--- src/rtl/rv32_consts.svh ---
/*
 * Sizing constants for the RV32I execute core.
 * Include wherever queue depth, RAM size or the reset PC is needed.
 */
`ifndef RV32_CONSTS_SVH
`define RV32_CONSTS_SVH

// Instruction queue entries, also the credit count the fetch agent starts with
`define Q_DEPTH 4

// Width of the credit return count, enough to hold Q_DEPTH
`define CREDIT_W ($clog2(`Q_DEPTH + 1))

// Data RAM depth in 32-bit words and its word index width
`define DRAM_WORDS 64
`define DRAM_AW ($clog2(`DRAM_WORDS))

// First PC the fetch side issues after reset
`define RESET_PC 32'h0000_0000

`endif

--- src/rtl/rv32_pkg.sv ---
/*
 * Shared types for the execute core: words, encodings, the instruction
 * union and the decode result. Import with rv32_pkg::* in module headers.
 */
package rv32_pkg;

  typedef logic [31:0] word_t;

  // Base opcodes that the stage implements
  typedef enum logic [6:0] {
    OP_LUI    = 7'b0110111,
    OP_AUIPC  = 7'b0010111,
    OP_JAL    = 7'b1101111,
    OP_JALR   = 7'b1100111,
    OP_BRANCH = 7'b1100011,
    OP_LOAD   = 7'b0000011,
    OP_STORE  = 7'b0100011,
    OP_IMM    = 7'b0010011,
    OP_REG    = 7'b0110011,
    OP_SYSTEM = 7'b1110011
  } opcode_t;

  typedef enum logic [3:0] {
    ALU_ADD, ALU_SUB, ALU_AND, ALU_OR, ALU_XOR,
    ALU_SLL, ALU_SRL, ALU_SRA, ALU_SLT, ALU_SLTU
  } alu_op_t;

  // Encoded as funct3, shared by loads and stores
  typedef enum logic [2:0] {
    LB = 3'b000, LH = 3'b001, LW = 3'b010, LBU = 3'b100, LHU = 3'b101
  } mem_type_t;

  typedef enum logic [2:0] {
    BEQ = 3'b000, BNE = 3'b001, BLT = 3'b100,
    BGE = 3'b101, BLTU = 3'b110, BGEU = 3'b111
  } br_type_t;

  // One instruction word, viewed in each base format
  typedef union packed {
    struct packed {
      logic [6:0] funct7;
      logic [4:0] rs2, rs1;
      logic [2:0] funct3;
      logic [4:0] rd;
      opcode_t    opcode;
    } r;
    struct packed {
      logic [11:0] imm;
      logic [4:0]  rs1;
      logic [2:0]  funct3;
      logic [4:0]  rd;
      opcode_t     opcode;
    } i;
    struct packed {
      logic [6:0] imm_hi;
      logic [4:0] rs2, rs1;
      logic [2:0] funct3;
      logic [4:0] imm_lo;
      opcode_t    opcode;
    } s;
    struct packed {
      logic       imm12;
      logic [5:0] imm10_5;
      logic [4:0] rs2, rs1;
      logic [2:0] funct3;
      logic [3:0] imm4_1;
      logic       imm11;
      opcode_t    opcode;
    } b;
    struct packed {
      logic [19:0] imm;
      logic [4:0]  rd;
      opcode_t     opcode;
    } u;
    struct packed {
      logic       imm20;
      logic [9:0] imm10_1;
      logic       imm11;
      logic [7:0] imm19_12;
      logic [4:0] rd;
      opcode_t    opcode;
    } j;
  } instr_u;

  typedef struct packed {
    word_t  pc;
    instr_u instr;
    logic   pred;
  } fe_entry_t;

  // Operand A select
  localparam logic [1:0] A_RS1  = 2'd0;
  localparam logic [1:0] A_PC   = 2'd1;
  localparam logic [1:0] A_ZERO = 2'd2;
  // Operand B select
  localparam logic B_RS2 = 1'b0;
  localparam logic B_IMM = 1'b1;
  // Register write data select
  localparam logic [1:0] WD_ALU  = 2'd0;
  localparam logic [1:0] WD_LOAD = 2'd1;
  localparam logic [1:0] WD_PC4  = 2'd2;

  typedef struct packed {
    logic [1:0] a_sel;
    logic       b_sel;
    logic [1:0] wd_sel;
    logic       reg_we;
    alu_op_t    alu_op;
    logic       mem_rd;
    logic       mem_wr;
    mem_type_t  mem_type;
    br_type_t   br_type;
    logic       branch;
    logic       jal;
    logic       jalr;
    logic       ecall;
    logic       illegal;
    word_t      imm;
  } ctrl_t;

endpackage

--- src/rtl/data_ram.sv ---
/*
 * Internal data memory, word addressed, with byte lane writes at the
 * clock edge and combinational read.
 */
`timescale 1ns/1ps
`include "rv32_consts.svh"

module data_ram import rv32_pkg::*; (
  input  logic                clk,
  input  logic [`DRAM_AW-1:0] addr,
  input  word_t               wdata,
  input  logic [3:0]          be,
  input  logic                we,
  output word_t               rdata
);

  word_t mem [`DRAM_WORDS];

  // Only enabled lanes change
  always_ff @(posedge clk) begin
    if (we) begin
      for (int i = 0; i < 4; i++) begin
        if (be[i]) mem[addr][i*8 +: 8] <= wdata[i*8 +: 8];
      end
    end
  end

  assign rdata = mem[addr];

endmodule

--- config.mk ---
export PLATFORM = sky130hd
export DESIGN_NAME = data_ram
export DESIGN_NICKNAME = d
export VERILOG_FILES = /design/src/rtl/rv32_pkg.sv /design/src/rtl/data_ram.sv
export VERILOG_INCLUDE_DIRS = /design/src /design/src/rtl
export SDC_FILE = /design/constraint.sdc
export NUM_CORES = 2
export LEC_CHECK = 0
export ABC_AREA = 1
export ABC_CLOCK_PERIOD_IN_PS = 2200
export BUFFER_PORTS_ARGS = -buffer_cell sky130_fd_sc_hd__buf_2
export CAP_MARGIN = 20
export CORE_MARGIN = 1
export CORE_UTILIZATION = 28
export DETAILED_ROUTE_END_ITERATION = 12
export PLACE_DENSITY_LB_ADDON = 0.15
export SETUP_SLACK_MARGIN = 0.3
export SLEW_MARGIN = 20
export SYNTH_ARGS = -nofsm -noshare
export SYNTH_HDL_FRONTEND = slang
export SYNTH_SLANG_ARGS = --single-unit
export TNS_END_PERCENT = 1
--- constraint.sdc ---
create_clock -name clk -period 2.2 [get_ports clk]
set_input_delay 0.11 -clock clk [delete_from_list [all_inputs] [get_ports clk]]
set_output_delay 0.11 -clock clk [all_outputs]
set_load 0.02 [all_outputs]
# [Word-level counts from Yosys, hierarchy flattened]
# Memories as Yosys holds them, arrays and structs flattened.
# Cells that the tools add are included.
# W data, S select, Z words.
[op_classes] mux=12
[op_table] cell="$mux W1" count=12
[word_totals] inputBits=44 register_bits=0 output_inout_bits=32 n_memories=1 ram_bits=2048
[memory_table] memory="mem" words=64 width=32 rd=1 rd_clocked_by_memory_dff=0 wr=1 line_no="data_ram.sv:17" source="word_t mem [`DRAM_WORDS];"

# [Longest topological paths before layout]
[logic_depth] word_depth=3 mapped_depth=15

# [Worst setup path before layout]
# Ideal clock, no wire load.
[synth_path] kind="input to register" startpoint="input port addr[1]" endpoint="memory mem[3][16] in the netlist's numbering, enable pin" cell_stages=8 path_buffers=2 arrival_ps=1399 setup_ps=370 path_slack_ps=431 path_cell_list="buf_2 inv_4 buf_2 nor2_2 inv_1 nor2_2 nand2_1 nor2_1"
[synth_rtl] item="start, declared" line_no="data_ram.sv:10" source="input logic [`DRAM_AW-1:0] addr,"
[synth_rtl] item="end, declared" line_no="data_ram.sv:17"
# No word-level cell before the write port.

# [Worst setup path after layout]
[layout_path] startpoint="memory mem[15][0] in the netlist's numbering" endpoint="output port rdata[0]"
[layout_via] elab_chain_cells=1
[layout_rtl] item="$mem_v2 Z64 W32"
[layout_rtl] item="end, declared" line_no="data_ram.sv:14" source="output word_t rdata"
# No other way between the ends.

==> metrics <==
Post-Synthesis Cell Area=87,060 um^2; CP Max Fanout=1; violated checks=design-rule violations, negative setup slack; Endpoint, Worst Hold=mem[15][20]; post-CTS setup buffers=0; layout cells sized above 1=roughly 14%; Post-route DRC=2; router iterations before antenna repair=11; Worst Min Path Start=be[2]; Via Count=60,695; Crit Path Category=flop to output port; syn nets=8,735; fmax=401.8 MHz; Startpoint Class=flop; vias in the first global route=59,964; max cap viols=0; synth unique cells=19; sequential element share of the synthesized area=70.64%; Fill cells=31,325; Max clock buf depth=3; Synth Area in Compound Gates=0.08336%; status=complete, but fails checks; hold path depth=4; Max Used Layer=met4; simple-gate share of the synthesized area=between 20% and 30%; Synth Warn #=0; Worst Tran Pin Value=843.1 ps; Max Slew Vio Count=0; first-pass GRT wire length=between 400,000 and 500,000 um; synthesis-to-finish area growth=22.48%; Rows=about 200; Port Buf Inserts=75; chip width=559.6 um; TritonCTS clock tree=yes; synthesized area per cell=10.02 um^2; Final HPWL DP=195,100 um; Design Power=86,570 uW; largest family of logic cells by synthesized area=simple AND/OR/NAND/NOR gates; Final ANT Viol Nets=0; cts bufs inserted=227; WHS=93.53 ps; Max-slew headroom=43.59%; wire length on met1=~130,000 um; Largest Register=mem; Die H=559.6 um; clock slew at reported path FFs=60 ps; initial core utilization=28.17%; Final Critical Period=approximately 2500 ps; largest net degree at the start of global routing=70; initial antenna violation count=30; post-route core utilization=34.50%; Final period util=113.1%; largest registers=mem: 2048 flops; total number of H-tree levels=4; final worst setup slack=-288.8 ps; mux share of post-synthesis cell area=0%; final setup fails=32; Initial DRC Count=approximately 4,700; Tot GR Track Use=18.55%; total power per unit cell area=811.8 nW/um^2; FF+latch count, synth=just over 2,000; Final GP Congestion=0.8171; Root Buffer=clkbuf_16; post-synthesis xor/xnor area fraction=0%; met2 routed WL=138,700 um; final net count=9,357; Die ar.=313,200 um^2; IO Count=76; Post-Route WL=293,800 um; multi-input logic area=between 20,000 and 25,000 um^2; commonest non-fill, non-tap cells in the layout=nand2_1, edfxtp_1, buf_4; Met3 Wirelength=14,260 um; average wire per standard cell=between 20 and 25 um; Leak=about 0.044 uW; Synth Area in Adders=0%; clk sinks=2,048; Mapped Cells=8,691; crit path DAT=2380 ps; most common cell after layout, fill and taps aside=nand2_1; vias per cell=4.452; Worst Path Required=2090 ps; Fin. Hold Viols=0; Largest register FFs=just over 2,000; RSZ-0062 raised after global routing=yes; register area=61,500 um^2; CORE AREA=309,100 um^2; Peak VDD IR=0.0006719 V; Worst setup EP type=output port; Crit. Startpoint=mem[15][0]; Hold Path Class=input port to flop; GRT Residual Overflow=0
==> routing by layer <==
metal,global-route usage [%],vias to the layer above
met5,0,-
met1,25.35,29654
li1,-,29295
met3,2.569,387
met2,30.99,1359
met4,4.439,0
==> worst max-delay path by stage <==
stage | to | slack (ps) | cells after the start
after floorplan | mem[3][16] | 430 | 8
after global placement | rdata[31] | -490 | 16
after detailed placement | rdata[31] | -460 | 16
after CTS | rdata[0] | -400 | 13
after global routing | rdata[3] | -440 | 13
final | rdata[0] | -290 | 13
==> per-stage QoR <==
step / cells / setup TNS [ps] / setup slack [ps] / cell area [um^2]
global route: 13626 / -12030 / -440.7 / 106600
CTS: 13623 / -10290 / -396.7 / 106300
global placement: 13172 / -10880 / -494.6 / 98230
detailed placement: 13172 / -13810 / -455.2 / 98230
finish: 13634 / -6780 / -288.8 / 106600
floorplan: 8691 / 0 / 431.2 / 87060
==> cells in the mapped netlist <==
master,instances,area (um^2)
nor3_1,8,40.04
nand2_1,5796,21760
or2_1,1,6.260
inv_1,20,75.07
o211ai_1,5,37.54
o21ai_0,4,20.02
clkbuf_1,131,491.7
buf_4,36,270.3
o21ai_1,3,15.01
nor2_2,11,68.82
buf_1,28,105.1
inv_2,1,3.750
nand3_1,7,35.03
nor2_1,328,1231
edfxtp_1,2048,61500
or2_2,5,31.28
buf_2,245,1226
buf_6,12,135.1
inv_4,2,12.51
==> final cells by class <==
| class | instances | area share, % |
|---|---|---|
| repair buffers | 845 | 8.122 |
| clock buffers | 284 | 5.568 |
| well taps | 4120 | 4.834 |
| clock inverters | 135 | 1.110 |
| diodes | 11 | 0.02581 |
| flip-flops and latches | 2048 | 57.67 |
| inverters | 23 | 0.1185 |
| multi-input cells | 6168 | 22.55 |
==> worst max-delay path, stage by stage, from the launching register on <==
cell	delay, ps
edfxtp_1	390
nand2_2	90
nand2_2	50
nand2_2	60
nand2_2	60
nand2_2	60
nand2_2	60
nand2_2	90
nand2_2	80
nor2_1	100
buf_4	130
nand2_4	70
buf_12	140
buf_8	120
==> timing repair <==
| item | in CTS | in global routing |
|---|---|---|
| resized for setup | 210 | 80 |
| pin swaps | 46 | 50 |
| hold buffers | 32 | 0 |
| endpoints found under the setup margin | 32 | 32 |
| endpoints found under the hold margin | 1807 | 0 |
==> kinds of logic (layout without fill, tap and decap cells) <==
logic type             Yosys count  count (layout)
buffers and inverters          475            1287
other                            0              11
and+or+nand+nor               6156            6156
AOI/OAI and AO/OA               12              12
DFF                           2048            2048
==> power by group <==
part	switching, uW	internal, uW
logic	4580	2060
registers	32.2	43100
clock network	15900	20900
No activity file was read; power rests on OpenSTA's default activity.
