File: src/rtl/rv32_consts.svh
/*
 * Sizing constants for the RV32I execute core.
 * Include wherever queue depth, RAM size or the reset PC is needed.
 */
`ifndef RV32_CONSTS_SVH
`define RV32_CONSTS_SVH

// Instruction queue entries, also the credit count the fetch agent starts with
`define Q_DEPTH 4

// Width of the credit return count, enough to hold Q_DEPTH
`define CREDIT_W ($clog2(`Q_DEPTH + 1))

// Data RAM depth in 32-bit words and its word index width
`define DRAM_WORDS 64
`define DRAM_AW ($clog2(`DRAM_WORDS))

// First PC the fetch side issues after reset
`define RESET_PC 32'h0000_0000

`endif

File: src/rtl/rv32_pkg.sv
/*
 * Shared types for the execute core: words, encodings, the instruction
 * union and the decode result. Import with rv32_pkg::* in module headers.
 */
package rv32_pkg;

  typedef logic [31:0] word_t;

  // Base opcodes that the stage implements
  typedef enum logic [6:0] {
    OP_LUI    = 7'b0110111,
    OP_AUIPC  = 7'b0010111,
    OP_JAL    = 7'b1101111,
    OP_JALR   = 7'b1100111,
    OP_BRANCH = 7'b1100011,
    OP_LOAD   = 7'b0000011,
    OP_STORE  = 7'b0100011,
    OP_IMM    = 7'b0010011,
    OP_REG    = 7'b0110011,
    OP_SYSTEM = 7'b1110011
  } opcode_t;

  typedef enum logic [3:0] {
    ALU_ADD, ALU_SUB, ALU_AND, ALU_OR, ALU_XOR,
    ALU_SLL, ALU_SRL, ALU_SRA, ALU_SLT, ALU_SLTU
  } alu_op_t;

  // Encoded as funct3, shared by loads and stores
  typedef enum logic [2:0] {
    LB = 3'b000, LH = 3'b001, LW = 3'b010, LBU = 3'b100, LHU = 3'b101
  } mem_type_t;

  typedef enum logic [2:0] {
    BEQ = 3'b000, BNE = 3'b001, BLT = 3'b100,
    BGE = 3'b101, BLTU = 3'b110, BGEU = 3'b111
  } br_type_t;

  // One instruction word, viewed in each base format
  typedef union packed {
    struct packed {
      logic [6:0] funct7;
      logic [4:0] rs2, rs1;
      logic [2:0] funct3;
      logic [4:0] rd;
      opcode_t    opcode;
    } r;
    struct packed {
      logic [11:0] imm;
      logic [4:0]  rs1;
      logic [2:0]  funct3;
      logic [4:0]  rd;
      opcode_t     opcode;
    } i;
    struct packed {
      logic [6:0] imm_hi;
      logic [4:0] rs2, rs1;
      logic [2:0] funct3;
      logic [4:0] imm_lo;
      opcode_t    opcode;
    } s;
    struct packed {
      logic       imm12;
      logic [5:0] imm10_5;
      logic [4:0] rs2, rs1;
      logic [2:0] funct3;
      logic [3:0] imm4_1;
      logic       imm11;
      opcode_t    opcode;
    } b;
    struct packed {
      logic [19:0] imm;
      logic [4:0]  rd;
      opcode_t     opcode;
    } u;
    struct packed {
      logic       imm20;
      logic [9:0] imm10_1;
      logic       imm11;
      logic [7:0] imm19_12;
      logic [4:0] rd;
      opcode_t    opcode;
    } j;
  } instr_u;

  typedef struct packed {
    word_t  pc;
    instr_u instr;
    logic   pred;
  } fe_entry_t;

  // Operand A select
  localparam logic [1:0] A_RS1  = 2'd0;
  localparam logic [1:0] A_PC   = 2'd1;
  localparam logic [1:0] A_ZERO = 2'd2;
  // Operand B select
  localparam logic B_RS2 = 1'b0;
  localparam logic B_IMM = 1'b1;
  // Register write data select
  localparam logic [1:0] WD_ALU  = 2'd0;
  localparam logic [1:0] WD_LOAD = 2'd1;
  localparam logic [1:0] WD_PC4  = 2'd2;

  typedef struct packed {
    logic [1:0] a_sel;
    logic       b_sel;
    logic [1:0] wd_sel;
    logic       reg_we;
    alu_op_t    alu_op;
    logic       mem_rd;
    logic       mem_wr;
    mem_type_t  mem_type;
    br_type_t   br_type;
    logic       branch;
    logic       jal;
    logic       jalr;
    logic       ecall;
    logic       illegal;
    word_t      imm;
  } ctrl_t;

endpackage

File: src/rtl/fetch_execute_if.sv
/*
 * Queue head to execute stage link.
 * The queue offers an entry, the stage answers with pop and flush.
 */
`timescale 1ns/1ps

interface fetch_execute_if import rv32_pkg::*; ();

  // Head entry and its presence
  fe_entry_t entry;
  logic      valid;
  // Consumed this cycle
  logic      pop;
  // Drop every queued entry
  logic      flush;

  modport queue (
    output entry, valid,
    input  pop, flush
  );

  modport execute (
    input  entry, valid,
    output pop, flush
  );

endinterface

File: src/rtl/instr_queue.sv
/*
 * Credit-tracked FIFO between the fetch agent and the execute stage.
 * Returns one credit per pop, or every held entry on a flush.
 */
`timescale 1ns/1ps
`include "rv32_consts.svh"

module instr_queue import rv32_pkg::*; (
  input  logic                 clk,
  input  logic                 arst_n,
  input  logic                 in_valid,
  input  fe_entry_t            in_entry,
  fetch_execute_if.queue       fe,
  output logic [`CREDIT_W-1:0] credit_return
);

  localparam int PW = (`Q_DEPTH > 1) ? $clog2(`Q_DEPTH) : 1;

  fe_entry_t            mem [`Q_DEPTH];
  logic [PW-1:0]        wr_ptr, rd_ptr;
  logic [`CREDIT_W-1:0] count;
  logic                 push, pop;

  // Wrap at Q_DEPTH so any depth works
  function automatic logic [PW-1:0] next_ptr(input logic [PW-1:0] p);
    return (p == PW'(`Q_DEPTH - 1)) ? '0 : p + 1'b1;
  endfunction

  // A push during flush is dropped
  assign push = in_valid && !fe.flush;
  assign pop  = fe.pop && fe.valid;

  always_ff @(posedge clk or negedge arst_n) begin
    if (!arst_n) begin
      wr_ptr <= '0;
      rd_ptr <= '0;
      count  <= '0;
    end else if (fe.flush) begin
      wr_ptr <= '0;
      rd_ptr <= '0;
      count  <= '0;
    end else begin
      if (push) wr_ptr <= next_ptr(wr_ptr);
      if (pop) rd_ptr <= next_ptr(rd_ptr);
      count <= count + `CREDIT_W'(push) - `CREDIT_W'(pop);
    end
  end

  // Entry storage
  always_ff @(posedge clk) begin
    if (push) mem[wr_ptr] <= in_entry;
  end

  assign fe.valid = (count != '0);
  assign fe.entry = mem[rd_ptr];

  // Flush hands back everything held plus the dropped push
  assign credit_return = fe.flush ? count + `CREDIT_W'(in_valid) : `CREDIT_W'(pop);

endmodule

File: src/flat_wrapper.sv
// flat-port wrapper written by rule: the top's interface ports become plain ports
module instr_queue_flat import rv32_pkg::*;
  (clk, arst_n, in_valid, in_entry, credit_return, fe_entry, fe_valid, fe_pop, fe_flush);
  fetch_execute_if fe_i ();
  input  logic clk;
  input  logic arst_n;
  input  logic in_valid;
  input  fe_entry_t in_entry;
  output logic [`CREDIT_W-1:0] credit_return;
  output wire logic [$bits(fe_i.entry)-1:0] fe_entry;
  output wire logic [$bits(fe_i.valid)-1:0] fe_valid;
  input wire logic [$bits(fe_i.pop)-1:0] fe_pop;
  input wire logic [$bits(fe_i.flush)-1:0] fe_flush;
  assign fe_entry = fe_i.entry;
  assign fe_valid = fe_i.valid;
  assign fe_i.pop = fe_pop;
  assign fe_i.flush = fe_flush;
  instr_queue u_core (.clk(clk), .arst_n(arst_n), .in_valid(in_valid), .in_entry(in_entry), .fe(fe_i), .credit_return(credit_return));
endmodule
File: config.mk
export PLATFORM = sky130hd
export DESIGN_NAME = instr_queue_flat
export DESIGN_NICKNAME = d
export VERILOG_FILES = /design/src/rtl/rv32_pkg.sv /design/src/rtl/fetch_execute_if.sv /design/src/rtl/instr_queue.sv /design/src/flat_wrapper.sv
export VERILOG_INCLUDE_DIRS = /design/src /design/src/rtl
export SDC_FILE = /design/constraint.sdc
export NUM_CORES = 1
export LEC_CHECK = 0
export BUFFER_PORTS_ARGS = -buffer_cell sky130_fd_sc_hd__buf_2
export CELL_PAD_IN_SITES_DETAIL_PLACEMENT = 2
export CELL_PAD_IN_SITES_GLOBAL_PLACEMENT = 2
export CORE_ASPECT_RATIO = 0.7
export CORE_UTILIZATION = 25
export DETAILED_ROUTE_END_ITERATION = 8
export PLACE_DENSITY_LB_ADDON = 0.1
export SKIP_CTS_REPAIR_TIMING = 1
export SYNTH_ARGS = -nofsm -noshare
export SYNTH_HDL_FRONTEND = slang
export SYNTH_SLANG_ARGS = --single-unit
File: constraint.sdc
create_clock -name clk -period 3.55 [get_ports clk]
set_input_delay 0.5325 -clock clk [delete_from_list [all_inputs] [get_ports clk]]
set_output_delay 0.5325 -clock clk [all_outputs]
set_load 0.01 [all_outputs]
# Yosys cells after proc, flatten, opt, wreduce, memory -nomap -nowiden
# Memory sizes are Yosys's and may differ from the RTL's.
# Cells that the tools add are included.
# W data, S select, Z words.
[op_classes] add_sub_neg=5 eq_ne=2 n_mux=10 reduce_logical=6
[op_table] op="$mux W2" count=6
[op_table] op="$add A3 B1 Y3" count=2
[op_table] op="$mux W3" count=2
[op_table] op="$add A2 B1 Y2 const B" count=2
[op_table] op="$eq A2 B2 Y1 const B" count=2
[op_table] op="$reduce_bool A2 Y1" count=2
[op_table] op="$reduce_bool A3 Y1" count=1
[op_table] op="$sub A3 B1 Y3" count=1
[op_table] op="$logic_and A1 B1 Y1" count=2
[op_table] op="$mux W1" count=2
[op_table] op="$logic_not A1 Y1" count=1
[totals] register_bits=7 ram_bits=260 in_bits=70 out_inout_bits=69 n_memories=1
[mem_list] memory="u_core.mem" depth=4 width=65 read_ports=1 rd_clocked_by_memory_dff=0 wr=1 line="instr_queue.sv:19" rtl="fe_entry_t mem [`Q_DEPTH];"

# Longest topological paths before layout
[depth] word_depth=5 depth_mapped=8 ltp_nobuf=8

# Worst setup path before layout
# Ideal clock, no wire load.
[synth_timing] path_kind="input-to-reg" startpoint="in in_valid" endpoint="mem u_core.mem[0][0] (netlist bit), enable pin" setup_time_ns=0.430 arrival_time_ns=2.313 required_time_ns=3.120 slack_ns=0.807 cell_stages=2 path_buffers=0 path_cell_list="nor2b_1 and2_1"
[synth_between] elab_chain_cells=3
[synth_lines] item="from (decl)" line="flat_wrapper.sv:7" rtl="input logic in_valid;"
[synth_lines] item="$logic_and A1 B1 Y1" line="instr_queue.sv:30" rtl="assign push = in_valid && !fe.flush;"
[synth_lines] item="$mux W1" line="instr_queue.sv:51" rtl="if (push) mem[wr_ptr] <= in_entry;"
[synth_lines] item="$mux W1 (not written as such)" line="instr_queue.sv:51"
[synth_lines] item="to (decl)" line="instr_queue.sv:19"
# No other way between the ends.

# Worst setup path in the final report
[layout_timing] startpoint="reg u_core.rd_ptr[0]" endpoint="out fe_entry[43]"
[layout_between] elab_chain_cells=1
[layout_lines] item="from (decl)" line="instr_queue.sv:20" rtl="logic [PW-1:0] wr_ptr, rd_ptr;"
[layout_lines] item="from (signal assigned)" line="instr_queue.sv:44" rtl="if (pop) rd_ptr <= next_ptr(rd_ptr);"
[layout_lines] item="$mem_v2 Z4 W65"
[layout_lines] item="to (decl)" line="flat_wrapper.sv:10" rtl="output wire logic [$bits(fe_i.entry)-1:0] fe_entry;"
# No other way between the ends.

==> summary.txt <==
Setup path
  • Critical path type: reg2out
  • Worst r2r src: u_core.count[1]
  • Setup crit start: u_core.rd_ptr[0]
  • Worst reg-to-reg setup slack: approximately 1.4 ns
  • Reg2Reg Depth: 8
  • Worst setup endpoint: fe_entry[43]
  • WP data required: slightly above 3 ns
  • RR Endpoint: u_core.count[2]
  • Critical Path Fanout Max: 32
  • Worst Setup End Kind: output port
  • CP Data Arrival Time: approximately 2.5 ns
  • Startpoint types: flip-flop

Layout
  • FF+latch area: ~8000 sq um
  • Fill count: 3886
  • Post-route design area: roughly 12000 sq um
  • Final #Nets: roughly 630
  • Final cell count without fillers: roughly 1100
  • Area Growth Syn to Fin: 23.7%
  • Layout cells sized above 1: 46.2%
  • Multi-input logic area: approximately 1800 sq um

STA
  • Slew of the pin with the lowest slew margin: ~0.67 ns
  • Setup tns final: 0 ns
  • Slew margin rel.: approximately 55%
  • Final-report hold violation count: 0
  • Period utilization: approximately 86%
  • Skew final: around 0.011 ns
  • Fin. max-slew vios: 0
  • Fmax: approximately 330 MHz
  • RSZ-0062 raised after global routing: false
  • Final setup vio count: 0
  • Fin crit period: slightly above 3 ns

Global routing
  • Number of global-route vias before repair: roughly 5300
  • GR Overflow Total: 0
  • Largest net degree at the start of global routing: 39
  • Global Route Usage Sum: 11.3%
  • Initial antenna violation count: 4
  • First-pass GRT wire length: 33700 microns

Place
  • Gpl congestion: 0.647
  • Input/output buffers: 138
  • Placed cell areas: 11300 sq um
  • Placed Cells: about 1000
  • Dpl hpwl: 13600 microns

Yosys
  • Mapped Nets: ~470
  • Mapped Cells: 389
  • Synth area leader: edfxtp_1
  • Synth top cells by count: edfxtp_1 (260), mux4_2 (65), ha_1 (9), dfrtp_1 (7), and2_1 (6)
  • Ys Warns: 0
  • Top_reg_cell synth: edfxtp_1
  • EDFF count, synth: 260
  • Avg Inst Size Synth: between 20 and 30 sq um
  • Synthesized cell area: between 9000 and 10000 sq um
  • Synth top area share: around four fifths
  • Async set-reset flop share out of synthesis: ~2.6%
  • Most area-consuming cells after synthesis: edfxtp_1 (79%), mux4_2 (15%), dfrtp_1 (1.8%)
  • Distinct cell type count after synthesis: 24
  • Register area share after synthesis: around 80%
  • Top-count cell post-synth: edfxtp_1
  • Seq cells post-synth: around 270

CTS
  • H-tree levels: 1
  • CTS Buf Count: 30
  • Root buffer cell: clkbuf_16
  • CTS Buffer Depth: 3
  • CTS tree: yes
  • Clock sink count: approximately 270
  • Clock transition at the registers of the reported paths: roughly 0.060 ns
  • Clock Latency Late Sink: approximately 0.55 ns

Floorplanning
  • Core Area: a little under 40000 sq um
  • Row cnt: 60
  • Initial Util: between 20% and 30%
  • Die area: a little over 40000 sq um
  • IO Count: between 100 and 150
  • Chip Width: between 200 and 250 microns
  • Die H: ~170 microns

Run status
  • Status: finished clean

Run
  • Max_cap viols: 0

Power and ir drop
  • Peak supply drop: around 340 uV
  • Leakage power: between 4 and 5 nW
  • Power per cell area: approximately 660 nW/um^2

Drt
  • Post-route antenna net violation count: 0
  • Routed via count: between 4000 and 5000
  • DR WL/cell: about 20 microns
  • Initial DRC Count: approximately 200
  • DRC: 0
  • Final wirelength: 22400 microns
  • Vias per cell: 4.14
  • First-pass DRT Iterations: 4

Worst hold path
  • Hold Crit Class: in2reg
-- critical path, cell delays in order (launching register included) --
cell,delay (ns)
dfrtp_4,0.87
buf_12,0.33
mux4_2,0.58
buf_2,0.17
-- state kept, by name (all words and copies together), names as in the netlist --
register       count
u_core.count       3
u_core.wr_ptr      2
u_core.mem       260
u_core.rd_ptr      2
-- report_power, final --
| group | internal, mW | total, mW | switching [mW] |
|---|---|---|---|
| combinational | 0.707 | 1.33 | 0.626 |
| sequential | 3.56 | 3.72 | 0.154 |
| clock | 1.87 | 3.10 | 1.23 |
-- layout by cell type (no fill, tap or decap), drive strengths merged --
cell type,synthesis,routed
and2,6,6
nor2,3,3
clkinvlp,0,1
xor2,1,1
o31a,1,1
inv,5,6
clkinv,0,15
clkbuf,3,34
fa,1,1
edfxtp,260,260
buf,13,147
nor3,1,1
xnor3,1,1
mux2i,2,2
mux4,65,65
nor2b,3,3
a21oi,1,1
or3b,1,1
ha,9,9
dfrtp,7,7
dlygate4sd3,0,1
nand2b,3,3
diode,0,2
or3,1,1
bufinv,0,4
mux2,2,2
-- routing by layer --
| layer | vias up | GRT usage (%) | wire length [microns] | part of all wire (%) |
|---|---|---|---|---|
| met2 | 99 | 18.5 | 10800 | 48 |
| met4 | 0 | 2.35 | 440 | 2.0 |
| li1 | 1984 | - | - | - |
| met5 | - | 0 | 0 | 0 |
| met1 | 2456 | 15.1 | 10100 | 45 |
| met3 | 38 | 3.00 | 1060 | 4.7 |
-- worst min-delay path by stage --
stage                             from                end  cells after the start
after global routing       in_entry[1]   u_core.mem[1][1]                      1
after floorplan                 arst_n    u_core.count[0]                      0
after CTS                       arst_n    u_core.count[0]                      1
after global placement          arst_n    u_core.count[2]                      1
after detailed placement        arst_n    u_core.count[2]                      1
final                     in_entry[57]  u_core.mem[0][57]                      1
-- cell type report --
type                       instances  area share, %
multi-input combinational        101           14.6
clock inverter                    21           1.65
inverter                           5          0.153
sequential                       267           65.0
tap                              527           5.36
clock buffer                      34           6.40
timing repair buffer             148           6.76
antenna                            2         0.0407
-- metrics by stage --
stage / hold slack, ns / total power [mW] / util (%) / worst slack (ns)
floorplan: 0.237 / 4.67 / - / 0.807
global placement: 0.393 / 5.14 / 29.1 / 0.965
detailed placement: 0.385 / 5.18 / 29.1 / 0.957
CTS: -0.221 / 8.35 / 31.6 / 0.349
global route: 0.162 / 8.53 / 31.7 / 0.276
finish: 0.198 / 8.15 / 31.7 / 0.481
-- cells by family (layout without fill, tap and decap cells) --
group	after synthesis	in the layout	synth area share, %
AOI/OAI and AO/OA	2	2	0.138
xor gates and xnor gates	2	2	0.315
adders and majority gates	10	10	1.33
buffers and inverters	21	208	1.70
DFF	267	267	80.3
muxes	69	69	15.2
other	0	2	0
and+or+nand+nor	18	18	1.07
(Power assumes the default switching activity.)
