<file path="config.mk">
export PLATFORM = sky130hd
export DESIGN_NAME = execute_stage_flat
export DESIGN_NICKNAME = d
export VERILOG_FILES = /design/src/rtl/rv32_pkg.sv /design/src/rtl/fetch_execute_if.sv /design/src/rtl/control_unit.sv /design/src/rtl/alu.sv /design/src/rtl/reg_file.sv /design/src/rtl/branch_res.sv /design/src/rtl/lsu_align.sv /design/src/rtl/execute_stage.sv /design/src/flat_wrapper.sv
export VERILOG_INCLUDE_DIRS = /design/src /design/src/rtl
export SDC_FILE = /design/constraint.sdc
export NUM_CORES = 2
export LEC_CHECK = 0
export ABC_CLOCK_PERIOD_IN_PS = 8920
export BUFFER_PORTS_ARGS = -buffer_cell sky130_fd_sc_hd__buf_2
export CAP_MARGIN = 15
export CORE_MARGIN = 2
export CORE_UTILIZATION = 50
export DETAILED_ROUTE_END_ITERATION = 8
export PLACE_DENSITY_LB_ADDON = 0.1
export SLEW_MARGIN = 5
export SYNTH_ARGS = -nofsm -noshare
export SYNTH_HDL_FRONTEND = slang
export SYNTH_HIERARCHICAL = 1
export SYNTH_SLANG_ARGS = --single-unit
</file>
<file path="constraint.sdc">
create_clock -name clk -period 8.92 [get_ports clk]
set_input_delay 1.338 -clock clk [delete_from_list [all_inputs] [get_ports clk]]
set_output_delay 1.338 -clock clk [all_outputs]
set_load 0.01 [all_outputs]
</file>
<file path="src/rtl/rv32_consts.svh">
/*
 * Sizing constants for the RV32I execute core.
 * Include wherever queue depth, RAM size or the reset PC is needed.
 */
`ifndef RV32_CONSTS_SVH
`define RV32_CONSTS_SVH

// Instruction queue entries, also the credit count the fetch agent starts with
`define Q_DEPTH 4

// Width of the credit return count, enough to hold Q_DEPTH
`define CREDIT_W ($clog2(`Q_DEPTH + 1))

// Data RAM depth in 32-bit words and its word index width
`define DRAM_WORDS 64
`define DRAM_AW ($clog2(`DRAM_WORDS))

// First PC the fetch side issues after reset
`define RESET_PC 32'h0000_0000

`endif

</file>
<file path="src/rtl/rv32_pkg.sv">
/*
 * Shared types for the execute core: words, encodings, the instruction
 * union and the decode result. Import with rv32_pkg::* in module headers.
 */
package rv32_pkg;

  typedef logic [31:0] word_t;

  // Base opcodes that the stage implements
  typedef enum logic [6:0] {
    OP_LUI    = 7'b0110111,
    OP_AUIPC  = 7'b0010111,
    OP_JAL    = 7'b1101111,
    OP_JALR   = 7'b1100111,
    OP_BRANCH = 7'b1100011,
    OP_LOAD   = 7'b0000011,
    OP_STORE  = 7'b0100011,
    OP_IMM    = 7'b0010011,
    OP_REG    = 7'b0110011,
    OP_SYSTEM = 7'b1110011
  } opcode_t;

  typedef enum logic [3:0] {
    ALU_ADD, ALU_SUB, ALU_AND, ALU_OR, ALU_XOR,
    ALU_SLL, ALU_SRL, ALU_SRA, ALU_SLT, ALU_SLTU
  } alu_op_t;

  // Encoded as funct3, shared by loads and stores
  typedef enum logic [2:0] {
    LB = 3'b000, LH = 3'b001, LW = 3'b010, LBU = 3'b100, LHU = 3'b101
  } mem_type_t;

  typedef enum logic [2:0] {
    BEQ = 3'b000, BNE = 3'b001, BLT = 3'b100,
    BGE = 3'b101, BLTU = 3'b110, BGEU = 3'b111
  } br_type_t;

  // One instruction word, viewed in each base format
  typedef union packed {
    struct packed {
      logic [6:0] funct7;
      logic [4:0] rs2, rs1;
      logic [2:0] funct3;
      logic [4:0] rd;
      opcode_t    opcode;
    } r;
    struct packed {
      logic [11:0] imm;
      logic [4:0]  rs1;
      logic [2:0]  funct3;
      logic [4:0]  rd;
      opcode_t     opcode;
    } i;
    struct packed {
      logic [6:0] imm_hi;
      logic [4:0] rs2, rs1;
      logic [2:0] funct3;
      logic [4:0] imm_lo;
      opcode_t    opcode;
    } s;
    struct packed {
      logic       imm12;
      logic [5:0] imm10_5;
      logic [4:0] rs2, rs1;
      logic [2:0] funct3;
      logic [3:0] imm4_1;
      logic       imm11;
      opcode_t    opcode;
    } b;
    struct packed {
      logic [19:0] imm;
      logic [4:0]  rd;
      opcode_t     opcode;
    } u;
    struct packed {
      logic       imm20;
      logic [9:0] imm10_1;
      logic       imm11;
      logic [7:0] imm19_12;
      logic [4:0] rd;
      opcode_t    opcode;
    } j;
  } instr_u;

  typedef struct packed {
    word_t  pc;
    instr_u instr;
    logic   pred;
  } fe_entry_t;

  // Operand A select
  localparam logic [1:0] A_RS1  = 2'd0;
  localparam logic [1:0] A_PC   = 2'd1;
  localparam logic [1:0] A_ZERO = 2'd2;
  // Operand B select
  localparam logic B_RS2 = 1'b0;
  localparam logic B_IMM = 1'b1;
  // Register write data select
  localparam logic [1:0] WD_ALU  = 2'd0;
  localparam logic [1:0] WD_LOAD = 2'd1;
  localparam logic [1:0] WD_PC4  = 2'd2;

  typedef struct packed {
    logic [1:0] a_sel;
    logic       b_sel;
    logic [1:0] wd_sel;
    logic       reg_we;
    alu_op_t    alu_op;
    logic       mem_rd;
    logic       mem_wr;
    mem_type_t  mem_type;
    br_type_t   br_type;
    logic       branch;
    logic       jal;
    logic       jalr;
    logic       ecall;
    logic       illegal;
    word_t      imm;
  } ctrl_t;

endpackage

</file>
<file path="src/rtl/fetch_execute_if.sv">
/*
 * Queue head to execute stage link.
 * The queue offers an entry, the stage answers with pop and flush.
 */
`timescale 1ns/1ps

interface fetch_execute_if import rv32_pkg::*; ();

  // Head entry and its presence
  fe_entry_t entry;
  logic      valid;
  // Consumed this cycle
  logic      pop;
  // Drop every queued entry
  logic      flush;

  modport queue (
    output entry, valid,
    input  pop, flush
  );

  modport execute (
    input  entry, valid,
    output pop, flush
  );

endinterface

</file>
<file path="src/rtl/control_unit.sv">
/*
 * RV32I decoder. Reads the format views of the instruction word and
 * produces operand selects, memory and flow controls and the immediate.
 */
`timescale 1ns/1ps

module control_unit import rv32_pkg::*; (
  input  instr_u instr,
  output ctrl_t  ctrl
);

  word_t      imm_i, imm_s, imm_b, imm_u, imm_j;
  logic [2:0] f3;
  logic [6:0] f7;

  assign f3 = instr.r.funct3;
  assign f7 = instr.r.funct7;

  // Immediates from each format with instr[31] as the sign bit
  assign imm_i = {{20{instr.i.imm[11]}}, instr.i.imm};
  assign imm_s = {{20{instr.s.imm_hi[6]}}, instr.s.imm_hi, instr.s.imm_lo};
  assign imm_b = {{19{instr.b.imm12}}, instr.b.imm12, instr.b.imm11,
                  instr.b.imm10_5, instr.b.imm4_1, 1'b0};
  assign imm_u = {instr.u.imm, 12'b0};
  assign imm_j = {{11{instr.j.imm20}}, instr.j.imm20, instr.j.imm19_12,
                  instr.j.imm11, instr.j.imm10_1, 1'b0};

  // Maps funct3 to an ALU op where alt picks SUB or SRA
  function automatic alu_op_t alu_from_f3(input logic [2:0] f, input logic alt);
    case (f)
      3'b000:  return alt ? ALU_SUB : ALU_ADD;
      3'b001:  return ALU_SLL;
      3'b010:  return ALU_SLT;
      3'b011:  return ALU_SLTU;
      3'b100:  return ALU_XOR;
      3'b101:  return alt ? ALU_SRA : ALU_SRL;
      3'b110:  return ALU_OR;
      default: return ALU_AND;
    endcase
  endfunction

  always_comb begin
    ctrl          = '0;
    ctrl.a_sel    = A_RS1;
    ctrl.b_sel    = B_IMM;
    ctrl.wd_sel   = WD_ALU;
    ctrl.alu_op   = ALU_ADD;
    ctrl.mem_type = mem_type_t'(f3);
    ctrl.br_type  = br_type_t'(f3);
    ctrl.imm      = imm_i;
    case (instr.r.opcode)
      OP_LUI: begin
        ctrl.reg_we = 1'b1;
        ctrl.a_sel  = A_ZERO;
        ctrl.imm    = imm_u;
      end
      OP_AUIPC: begin
        ctrl.reg_we = 1'b1;
        ctrl.a_sel  = A_PC;
        ctrl.imm    = imm_u;
      end
      OP_JAL: begin
        ctrl.reg_we = 1'b1;
        ctrl.jal    = 1'b1;
        ctrl.wd_sel = WD_PC4;
        ctrl.imm    = imm_j;
      end
      OP_JALR: begin
        ctrl.reg_we  = 1'b1;
        ctrl.jalr    = 1'b1;
        ctrl.wd_sel  = WD_PC4;
        ctrl.illegal = (f3 != 3'b000);
      end
      OP_BRANCH: begin
        // Comparison runs in branch_res rather than the ALU
        ctrl.branch  = 1'b1;
        ctrl.b_sel   = B_RS2;
        ctrl.imm     = imm_b;
        ctrl.illegal = (f3 == 3'b010) || (f3 == 3'b011);
      end
      OP_LOAD: begin
        ctrl.reg_we  = 1'b1;
        ctrl.mem_rd  = 1'b1;
        ctrl.wd_sel  = WD_LOAD;
        ctrl.illegal = (f3 == 3'b011) || (f3[2:1] == 2'b11);
      end
      OP_STORE: begin
        ctrl.mem_wr  = 1'b1;
        ctrl.imm     = imm_s;
        ctrl.illegal = (f3 > 3'b010);
      end
      OP_IMM: begin
        ctrl.reg_we = 1'b1;
        ctrl.alu_op = alu_from_f3(f3, (f3 == 3'b101) && f7[5]);
        // Shift immediates carry funct7 in the upper bits
        if (f3 == 3'b001) ctrl.illegal = (f7 != 7'b0);
        else if (f3 == 3'b101) ctrl.illegal = (f7 != 7'b0) && (f7 != 7'b0100000);
      end
      OP_REG: begin
        ctrl.reg_we  = 1'b1;
        ctrl.b_sel   = B_RS2;
        ctrl.alu_op  = alu_from_f3(f3, f7[5]);
        ctrl.illegal = !((f7 == 7'b0) ||
                         ((f7 == 7'b0100000) && ((f3 == 3'b000) || (f3 == 3'b101))));
      end
      OP_SYSTEM: begin
        // ECALL is the only system instruction accepted
        ctrl.ecall   = (instr == 32'h0000_0073);
        ctrl.illegal = (instr != 32'h0000_0073);
      end
      default: ctrl.illegal = 1'b1;
    endcase
  end

endmodule

</file>
<file path="src/rtl/alu.sv">
/*
 * RV32I integer ALU. Purely combinational, shift amount is b[4:0].
 */
`timescale 1ns/1ps

module alu import rv32_pkg::*; (
  input  alu_op_t op,
  input  word_t   a,
  input  word_t   b,
  output word_t   y
);

  logic [4:0] shamt;

  assign shamt = b[4:0];

  always_comb begin
    case (op)
      ALU_ADD:  y = a + b;
      ALU_SUB:  y = a - b;
      ALU_AND:  y = a & b;
      ALU_OR:   y = a | b;
      ALU_XOR:  y = a ^ b;
      ALU_SLL:  y = a << shamt;
      ALU_SRL:  y = a >> shamt;
      // Arithmetic shift keeps the sign
      ALU_SRA:  y = word_t'($signed(a) >>> shamt);
      ALU_SLT:  y = {31'b0, $signed(a) < $signed(b)};
      ALU_SLTU: y = {31'b0, a < b};
      default:  y = a + b;
    endcase
  end

endmodule

</file>
<file path="src/rtl/reg_file.sv">
/*
 * Integer register file, two read ports and one write port.
 * x0 is hard-wired to zero, reads are combinational.
 */
`timescale 1ns/1ps

module reg_file import rv32_pkg::*; (
  input  logic       clk,
  input  logic       arst_n,
  input  logic [4:0] rs1,
  input  logic [4:0] rs2,
  output word_t      rs1_data,
  output word_t      rs2_data,
  input  logic       wen,
  input  logic [4:0] rd,
  input  word_t      wdata
);

  // No storage behind x0
  word_t regs [1:31];

  always_ff @(posedge clk or negedge arst_n) begin
    if (!arst_n) begin
      for (int i = 1; i < 32; i++) regs[i] <= '0;
    end else if (wen && (rd != 5'd0)) begin
      regs[rd] <= wdata;
    end
  end

  assign rs1_data = (rs1 == 5'd0) ? '0 : regs[rs1];
  assign rs2_data = (rs2 == 5'd0) ? '0 : regs[rs2];

endmodule

</file>
<file path="src/rtl/branch_res.sv">
/*
 * Branch resolution: evaluates the condition and forms base plus offset.
 * The caller puts rs1 on pc for JALR so both targets share one adder.
 */
`timescale 1ns/1ps

module branch_res import rv32_pkg::*; (
  input  br_type_t br_type,
  input  word_t    rs1_data,
  input  word_t    rs2_data,
  input  word_t    pc,
  input  word_t    imm,
  output logic     taken,
  output word_t    target
);

  logic  eq, lt, ltu;
  word_t sum;

  assign eq  = (rs1_data == rs2_data);
  assign lt  = ($signed(rs1_data) < $signed(rs2_data));
  assign ltu = (rs1_data < rs2_data);

  always_comb begin
    case (br_type)
      BEQ:     taken = eq;
      BNE:     taken = !eq;
      BLT:     taken = lt;
      BGE:     taken = !lt;
      BLTU:    taken = ltu;
      BGEU:    taken = !ltu;
      default: taken = 1'b0;
    endcase
  end

  // Bit 0 is already zero for branch and JAL targets, JALR needs it cleared
  assign sum    = pc + imm;
  assign target = {sum[31:1], 1'b0};

endmodule

</file>
<file path="src/rtl/lsu_align.sv">
/*
 * Load/store lane logic for the data RAM. Builds byte enables, replicates
 * store data across lanes, extends loads and flags misaligned accesses.
 */
`timescale 1ns/1ps

module lsu_align import rv32_pkg::*; (
  input  mem_type_t  mem_type,
  input  word_t      addr,
  input  word_t      store_data,
  input  word_t      ram_rdata,
  output logic [3:0] byte_en,
  output word_t      wdata,
  output word_t      load_data,
  output logic       misaligned
);

  logic [1:0]  off;
  logic [7:0]  ld_byte;
  logic [15:0] ld_half;

  assign off = addr[1:0];

  // Pick the addressed lane out of the RAM word
  assign ld_byte = ram_rdata[{off, 3'b000} +: 8];
  assign ld_half = ram_rdata[{off[1], 4'b0000} +: 16];

  always_comb begin
    case (mem_type)
      LB, LBU: begin
        byte_en    = 4'b0001 << off;
        wdata      = {4{store_data[7:0]}};
        misaligned = 1'b0;
      end
      LH, LHU: begin
        byte_en    = off[1] ? 4'b1100 : 4'b0011;
        wdata      = {2{store_data[15:0]}};
        misaligned = off[0];
      end
      LW: begin
        byte_en    = 4'b1111;
        wdata      = store_data;
        misaligned = (off != 2'b00);
      end
      default: begin
        // Undefined widths are caught by the decoder
        byte_en    = 4'b0000;
        wdata      = store_data;
        misaligned = 1'b0;
      end
    endcase
  end

  always_comb begin
    case (mem_type)
      LB:      load_data = {{24{ld_byte[7]}}, ld_byte};
      LBU:     load_data = {24'b0, ld_byte};
      LH:      load_data = {{16{ld_half[15]}}, ld_half};
      LHU:     load_data = {16'b0, ld_half};
      default: load_data = ram_rdata;
    endcase
  end

endmodule

</file>
<file path="src/rtl/execute_stage.sv">
/*
 * Single-cycle execute stage. Runs the head instruction, writes back,
 * resolves branches and jumps, and raises redirect, exceptions and halt.
 */
`timescale 1ns/1ps
`include "rv32_consts.svh"

module execute_stage import rv32_pkg::*; (
  input  logic                clk,
  input  logic                arst_n,
  fetch_execute_if.execute    fe,
  output logic [`DRAM_AW-1:0] ram_addr,
  output word_t               ram_wdata,
  output logic [3:0]          ram_be,
  output logic                ram_we,
  input  word_t               ram_rdata,
  output logic                redirect_valid,
  output word_t               redirect_addr,
  output logic                wb_valid,
  output logic [4:0]          wb_rd,
  output word_t               wb_data,
  output logic                exc_valid,
  output logic                exc_misaligned,
  output logic                exc_illegal,
  output logic                halt
);

  ctrl_t  ctrl;
  instr_u instr;
  word_t  pc, pc4, rs1_data, rs2_data, alu_a, alu_b, alu_y;
  word_t  br_base, br_target, load_data;
  logic   active, commit, br_taken, misaligned, take;

  assign instr  = fe.entry.instr;
  assign pc     = fe.entry.pc;
  assign pc4    = pc + 32'd4;
  // Head executes unless the core has halted
  assign active = fe.valid && !halt;

  control_unit i_cu (.instr(instr), .ctrl(ctrl));

  reg_file i_rf (
    .clk(clk), .arst_n(arst_n),
    .rs1(instr.r.rs1), .rs2(instr.r.rs2),
    .rs1_data(rs1_data), .rs2_data(rs2_data),
    .wen(wb_valid), .rd(instr.r.rd), .wdata(wb_data)
  );

  // Operand muxes
  always_comb begin
    case (ctrl.a_sel)
      A_RS1:   alu_a = rs1_data;
      A_PC:    alu_a = pc;
      default: alu_a = '0;
    endcase
  end
  assign alu_b = (ctrl.b_sel == B_IMM) ? ctrl.imm : rs2_data;

  alu i_alu (.op(ctrl.alu_op), .a(alu_a), .b(alu_b), .y(alu_y));

  // JALR adds to rs1 while branches and JAL add to pc
  assign br_base = ctrl.jalr ? rs1_data : pc;

  branch_res i_br (
    .br_type(ctrl.br_type), .rs1_data(rs1_data), .rs2_data(rs2_data),
    .pc(br_base), .imm(ctrl.imm), .taken(br_taken), .target(br_target)
  );

  lsu_align i_lsu (
    .mem_type(ctrl.mem_type), .addr(alu_y), .store_data(rs2_data),
    .ram_rdata(ram_rdata), .byte_en(ram_be), .wdata(ram_wdata),
    .load_data(load_data), .misaligned(misaligned)
  );

  // Exceptions suppress every write and the redirect
  assign exc_misaligned = active && (ctrl.mem_rd || ctrl.mem_wr) && misaligned;
  assign exc_illegal    = active && ctrl.illegal;
  assign exc_valid      = exc_misaligned || exc_illegal;
  assign commit         = active && !exc_valid;

  assign ram_addr = alu_y[`DRAM_AW+1:2];
  assign ram_we   = commit && ctrl.mem_wr;

  // Write-back
  assign wb_valid = commit && ctrl.reg_we;
  assign wb_rd    = instr.r.rd;
  always_comb begin
    case (ctrl.wd_sel)
      WD_LOAD: wb_data = load_data;
      WD_PC4:  wb_data = pc4;
      default: wb_data = alu_y;
    endcase
  end

  // Jumps always redirect and branches only on a wrong prediction
  assign take           = ctrl.jal || ctrl.jalr || (ctrl.branch && br_taken);
  assign redirect_valid = commit &&
                          (ctrl.jal || ctrl.jalr || (ctrl.branch && (br_taken != fe.entry.pred)));
  assign redirect_addr  = take ? br_target : pc4;

  assign fe.pop   = active;
  assign fe.flush = redirect_valid;

  // Halt latches on ECALL until reset
  always_ff @(posedge clk or negedge arst_n) begin
    if (!arst_n) halt <= 1'b0;
    else if (commit && ctrl.ecall) halt <= 1'b1;
  end

endmodule

</file>
<file path="src/flat_wrapper.sv">
// flat-port wrapper written by rule: the top's interface ports become plain ports
module execute_stage_flat import rv32_pkg::*;
  (clk, arst_n, ram_addr, ram_wdata, ram_be, ram_we, ram_rdata, redirect_valid, redirect_addr, wb_valid, wb_rd, wb_data, exc_valid, exc_misaligned, exc_illegal, halt, fe_entry, fe_valid, fe_pop, fe_flush);
  fetch_execute_if fe_i ();
  input  logic clk;
  input  logic arst_n;
  output logic [`DRAM_AW-1:0] ram_addr;
  output word_t ram_wdata;
  output logic [3:0] ram_be;
  output logic ram_we;
  input  word_t ram_rdata;
  output logic redirect_valid;
  output word_t redirect_addr;
  output logic wb_valid;
  output logic [4:0] wb_rd;
  output word_t wb_data;
  output logic exc_valid;
  output logic exc_misaligned;
  output logic exc_illegal;
  output logic halt;
  input wire logic [$bits(fe_i.entry)-1:0] fe_entry;
  input wire logic [$bits(fe_i.valid)-1:0] fe_valid;
  output wire logic [$bits(fe_i.pop)-1:0] fe_pop;
  output wire logic [$bits(fe_i.flush)-1:0] fe_flush;
  assign fe_i.entry = fe_entry;
  assign fe_i.valid = fe_valid;
  assign fe_pop = fe_i.pop;
  assign fe_flush = fe_i.flush;
  execute_stage u_core (.clk(clk), .arst_n(arst_n), .fe(fe_i), .ram_addr(ram_addr), .ram_wdata(ram_wdata), .ram_be(ram_be), .ram_we(ram_we), .ram_rdata(ram_rdata), .redirect_valid(redirect_valid), .redirect_addr(redirect_addr), .wb_valid(wb_valid), .wb_rd(wb_rd), .wb_data(wb_data), .exc_valid(exc_valid), .exc_misaligned(exc_misaligned), .exc_illegal(exc_illegal), .halt(halt));
endmodule
</file>
### Yosys cells after proc, flatten, opt, wreduce, memory -nomap -nowiden

Cells that the tools add are included.

* input bits: 100
* memories: 0
* output and inout bits: 120
* register bits after elaboration: 993
* bits in latches: 0
* logic and storage cells: 183
* RAM bits: 0
* ROM bits: 0

* mux-type cells: 43
* $mul: 0
* $lt $le $gt $ge: 9
* bitwise logic cells: 6
* $add $sub $neg: 4
* shift-type cells: 6
* reduce and logical (&&, ||, !) cells: 47
* div/mod/pow operators: 0
* eq/ne operators: 36

Operators with widths (count)
* bitwise mux 992 bit: 1
* binary-select mux 32 bit (select 5 bit): 2
* 2-to-1 mux 32 bit: 10
* one-hot mux 32 bit (9 select lines): 1
* one-hot mux 32 bit (2 select lines): 3
* demux 32 bit (select 5 bit): 1
* less-than comparator 32 bit: 4
* one-hot mux 32 bit (4 select lines): 1
* one-hot mux 31 bit (4 select lines): 1
* adder 32 bit: 2
* one-hot mux 4 bit (7 select lines): 2
* adder 32 x 3 -> 32 bit (second input constant): 1
* AND 32 bit: 1
* equality test 32 bit: 1
* equality test 32 x 7 -> 1 bit (second input constant): 1
* inequality test 32 x 7 -> 1 bit (second input constant): 1
* OR 32 bit: 1
* indexed part select 32 x 6 -> 16 bit: 1
* indexed part select 32 x 6 -> 8 bit: 1
* left shift 32 x 5 -> 32 bit: 1
* right shift 32 x 5 -> 32 bit: 1
* >>> shifter 32 x 5 -> 32 bit: 1
* subtractor 32 bit: 1
* XOR 32 bit: 1
* 42 further kinds: 110

### Longest topological paths before layout

* depth after elaboration: 16
* mapped depth: 36
* gate-level depth less buffers: 27

### By module

Netlist, hierarchy kept.

By module, submodules not included
* reg_file: area an instance 53517.6 um2, times used 1, cells an instance 3666
* alu: area an instance 8702.1 um2, times used 1, cells an instance 1277
* execute_stage: area an instance 3024.2 um2, times used 1, cells an instance 436
* branch_res: area an instance 2676.3 um2, times used 1, cells an instance 379
* lsu_align: area an instance 1109.8 um2, times used 1, cells an instance 160
* control_unit: area an instance 804.5 um2, times used 1, cells an instance 134

### Least setup slack after synthesis

No wires, ideal clock.

* kind: input port to output port
* start point: input fe_entry[21]
* end point: output wb_data[4]
* arrival: 7292 ps
* cell stages on the path: 29
* buffers on the path: 8
* setup slack: 290 ps
* path through: buf_2 > buf_2 > mux4_2 > mux2_2 > o211ai_1 > o21ai_1 > mux2_2 > clkbuf_1 > inv_2 > buf_2 > buf_2 > buf_1 > ha_1 > buf_2 > nor2_1 > o311ai_0 > and2_1 > o211ai_1 > nand4_1 > a31oi_1 > o21ai_0 > nand4_1 > nand2_1 > or3b_2 > clkbuf_1 > nor2_1 > a221o_1 > a22oi_1 > o21ai_0

* cells in the longest elaborated chain, start to end: 11
* elaborated cells between the ends (all ways): 23

RTL lines
* start, declared: line flat_wrapper.sv:21 `input wire logic [$bits(fe_i.entry)-1:0] fe_entry;`
* inverter 5 -> 6 bit (not written as such): line reg_file.sv:31 `assign rs2_data = (rs2 == 5'd0) ? '0 : regs[rs2];`
* binary-select mux 32 bit (select 5 bit): line reg_file.sv:31
* 2-to-1 mux 32 bit (not written as such) (2 in a row): line reg_file.sv:31
* 2-to-1 mux 32 bit *: line reg_file.sv:31
* net u_core.rs2_data[2]: line execute_stage.sv:30 `word_t pc, pc4, rs1_data, rs2_data, alu_a, alu_b, alu_y;`
* 2-to-1 mux 32 bit *: line execute_stage.sv:57 `assign alu_b = (ctrl.b_sel == B_IMM) ? ctrl.imm : rs2_data;`
* net u_core.alu_b[2]: line execute_stage.sv:30
* less-than comparator 32 bit (tied with other cells): line alu.sv:29 `ALU_SLTU: y = {31'b0, a < b};`
* one-hot mux 32 bit (9 select lines) *: line alu.sv:18 `case (op)`
* net u_core.alu_y[0]: line execute_stage.sv:30
* indexed part select 32 x 6 -> 8 bit *: line lsu_align.sv:25 `assign ld_byte = ram_rdata[{off, 3'b000} +: 8];`
* one-hot mux 32 bit (4 select lines) *: line lsu_align.sv:55 `case (mem_type)`
* net u_core.load_data[4]: line execute_stage.sv:31 `word_t br_base, br_target, load_data;`
* one-hot mux 32 bit (2 select lines) *: line execute_stage.sv:88 `case (ctrl.wd_sel)`
* end, declared: line flat_wrapper.sv:16 `output word_t wb_data;`

Mark *: on every way through the listed nets, which the timed path passes. The rest lies on a longest branch. The select of a mux whose other input is x is not followed.

### Worst setup path in the final report

* start point: input fe_entry[21]
* end point: output wb_data[20]

* elaborated cells between the ends (all ways): 23

RTL lines (line)
* inverter 5 -> 6 bit (not written as such): reg_file.sv:31
* binary-select mux 32 bit (select 5 bit): reg_file.sv:31
* 2-to-1 mux 32 bit (not written as such) (2 in a row): reg_file.sv:31
* 2-to-1 mux 32 bit *: reg_file.sv:31
* 2-to-1 mux 32 bit *: execute_stage.sv:57
* net u_core.alu_b[3]: execute_stage.sv:30
* adder 32 bit (tied with other cells): alu.sv:19, alu.sv:30
* one-hot mux 32 bit (9 select lines) *: alu.sv:18
* net u_core.alu_y[20]: execute_stage.sv:30
* one-hot mux 32 bit (2 select lines) *: execute_stage.sv:88

Marked as above.

==> summary.md <==
| Metric | Value |
|---|---|
| Status | `complete, no violations` |
| Area grow syn2layout | `19.0%` |
| Avg WL per Cell | `35.8 um` |
| Ports | `220` |
| Max Slew Vio Count | `0` |
| Grt ovf | `0` |
| Fillers | `11500` |
| Hold_ws | `0.492 ns` |
| Initial antenna violation count | `11` |
| CP Capture Type | `output port` |
| Post-DP HPWL | `229000 um` |
| Largest net degree at the start of global routing | `177` |
| Die height | `378 um` |
| Vias in the first global route | `57700` |
| Final wirelength | `309000 um` |
| Setup violators final | `0` |
| # hold bufs at CTS | `0` |
| Clock tree root driver cell | `clkbuf_16` |
| Placeable Area | `0.139 mm^2` |
| Syn avg cell area | `11.5 um^2` |
| Worst Max-Slew Pin Slew | `1.26 ns` |
| Area leader, netlist | `dfrtp_1` |
| Syn nets | `6317` |
| Clock sinks | `993` |
| Most used cell, CP | `buf_4` |
| Worst VDD drop | `0.000167 V` |
| Starting density of the core | `0.502` |
| RePlAce Congestion | `1.07` |
| Dominant cells by area after synthesis | `dfrtp_1 (36%), mux2_2 (14%), mux4_2 (14%)` |
| Final Hold Viols | `0` |
| Clk pin slew, worst setup/hold paths | `0.06 ns` |
| Max Root-Sink Buffers | `3` |
| Dominant synthesized flop cell | `dfrtp_1` |
| Placed insts | `8408` |
| Fin crit share | `0.996` |
| Remaining DRCs | `0` |
| Synth Warn # | `6` |
| WS Path Type | `input pin to output port` |
| Netlist cell types | `109` |
| Vias per cell | `6.83` |
| Die width | `378 um` |
| Max Fclk | `0.113 GHz` |
| Worst path bufs/invs | `9` |
| Post-synth EDFFs | `0` |
| Synthesized flop and latch total | `993` |
| PD cells | `138 mW/mm^2` |
| Delay-heaviest family, CP | `compound AO/OA/AOI/OAI gates` |
| CTS tree | `built` |
| Slew headroom | `0.153` |
| Gr usage total | `0.429` |
| Worst path slowest cell | `o21ai_1` |
| Place WS | `-0.423 ns` |
| Post-layout net count | `6907` |
| # Max-Cap Violations | `0` |
| Non-filler cells, final | `8609` |
| Commonest non-fill, non-tap cell in the layout | `dfrtp_1` |
| Routed Antenna Nets | `0` |
| Post-synthesis sequential area ratio | `0.356` |
| Fin area | `0.0831 mm^2` |
| Layout cells sized above 1 | `0.407` |
| Critical path arrival | `7.55 ns` |
| Asr flop ratio synth | `1.00` |
| Post-synthesis instance total | `6052` |
| Initial DRC count | `6775` |
| Crit-path max cell delay | `0.77 ns` |
| Hold WC Path Type | `register to register` |
| H-tree levels | `3` |
| Worst-Skew Late Latency | `0.73 ns` |
| Port Buffers | `219` |
| TritonRoute pass-1 iters | `9` |
| Worst Setup Slack, final | `0.0330 ns` |
| Post-synth top area share | `0.356` |
| Die area | `0.143 mm^2` |
| Final min period | `8.89 ns` |
| Area post-placement | `0.0792 mm^2` |
| Setup Skew | `0.0399 ns` |
| Setup_tns | `0 ns` |
| Setup crit start kind | `input pin` |
| Vias | `58800` |
| Commonest non-fill, non-tap cells in the layout | `dfrtp_1 (993), mux2_2 (880), buf_4 (713)` |
| Required @ worst endpoint | `7.58 ns` |
| Pleak | `39.1 nW` |
| FP Rows | `137` |
| Global-route wire length before repair | `436000 um` |
| Total CTS buffers | `102` |
| Netlist Area Pre-Place | `0.0698 mm^2` |
| CP Max Fanout | `12` |
[final cells by class]
type,count,area [um^2],share of cell area
Tap cell,1876,2350,0.0282
Inverter,166,623,0.00750
Sequential cell,993,24800,0.299
Clock inverter,45,668,0.00804
Antenna cell,11,27.5,0.000331
Clock buffer,139,2900,0.0349
Multi-Input combinational cell,4302,42300,0.509
Timing Repair Buffer,1077,9440,0.113
[what timing repair did]
action	CTS	global route
pin swaps	2	6
gates cloned	0	0
resized for setup	8	42
endpoints found under the setup margin	36	36
setup buffers	1	5
[state kept, by name (all words and copies together), names as in the netlist]
register,cells
u_core/halt,1
u_core/i_rf/regs,992
[cells in the mapped netlist (32+ instances only)]
master and number:
nand2_1 373, nand3_1 53, a221o_1 33, nor2b_1 106
o221ai_1 53, mux2_2 882, dfrtp_1 993, mux2i_1 303
mux4_2 435, buf_1 77, ha_1 162, buf_4 57
buf_2 154, inv_1 159, a21oi_1 218, o21ai_0 138
a31oi_1 50, nor3_1 92, a221oi_1 76, o21ai_1 48
a22oi_1 32, o211ai_1 79, nor2_1 290, xnor2_1 45
clkbuf_1 283, mux2_1 311, a21o_1 56
[per-layer routing]
metal  global-route usage  vias up  part of all wire  wire length (um)
met5                    0        -          0.000091                28
met4                0.278        6             0.078             23900
met3               0.0869      879             0.090             27700
met2                0.653     3396              0.44            136000
met1                0.559    30300              0.39            120000
li1                     -    24100                 -                 -
[where the power goes]
group          internal (W)  switching (W)
Sequential          0.00452      0.0000111
Combinational      0.000794        0.00154
Clock               0.00269        0.00192
[final timing paths]
path | startpoint | endpoint | slack [ns] | cells after the start
worst max-delay path | fe_entry[21] | wb_data[20] | 0.03 | 26
max in group asynchronous | arst_n | u_core/i_rf/regs[333] | 6.30 | 3
worst max register to register | u_core/i_rf/regs[802] | u_core/i_rf/regs[627] | 1.52 | 31
min in group asynchronous | arst_n | u_core/i_rf/regs[66] | 0.66 | 1
worst min register to register | u_core/halt | u_core/halt | 0.49 | 1
worst min-delay path | u_core/halt | u_core/halt | 0.49 | 1
[through the flow]
stage | power [W] | util
finish | 0.0115 | 0.598
global route | 0.0118 | 0.598
CTS | 0.0115 | 0.596
detailed placement | 0.00686 | 0.570
global placement | 0.00686 | 0.570
floorplan | 0.00572 | -
[kinds of logic (layout without fill, tap and decap cells)]
logic type | Yosys count | after routing | synth area share
buffers and inverters | 757 | 1427 | 0.0487
other | 1 | 12 | 0.0000537
flip-flops | 993 | 993 | 0.356
adder cells (fa/ha/maj) | 165 | 165 | 0.0299
AO/OA/AOI/OAI | 1034 | 1034 | 0.105
XOR/XNOR | 62 | 62 | 0.00778
AND/OR/NAND/NOR | 1105 | 1105 | 0.0759
multiplexers | 1935 | 1935 | 0.377
Note: power is estimated with default switching activity, not from simulation.
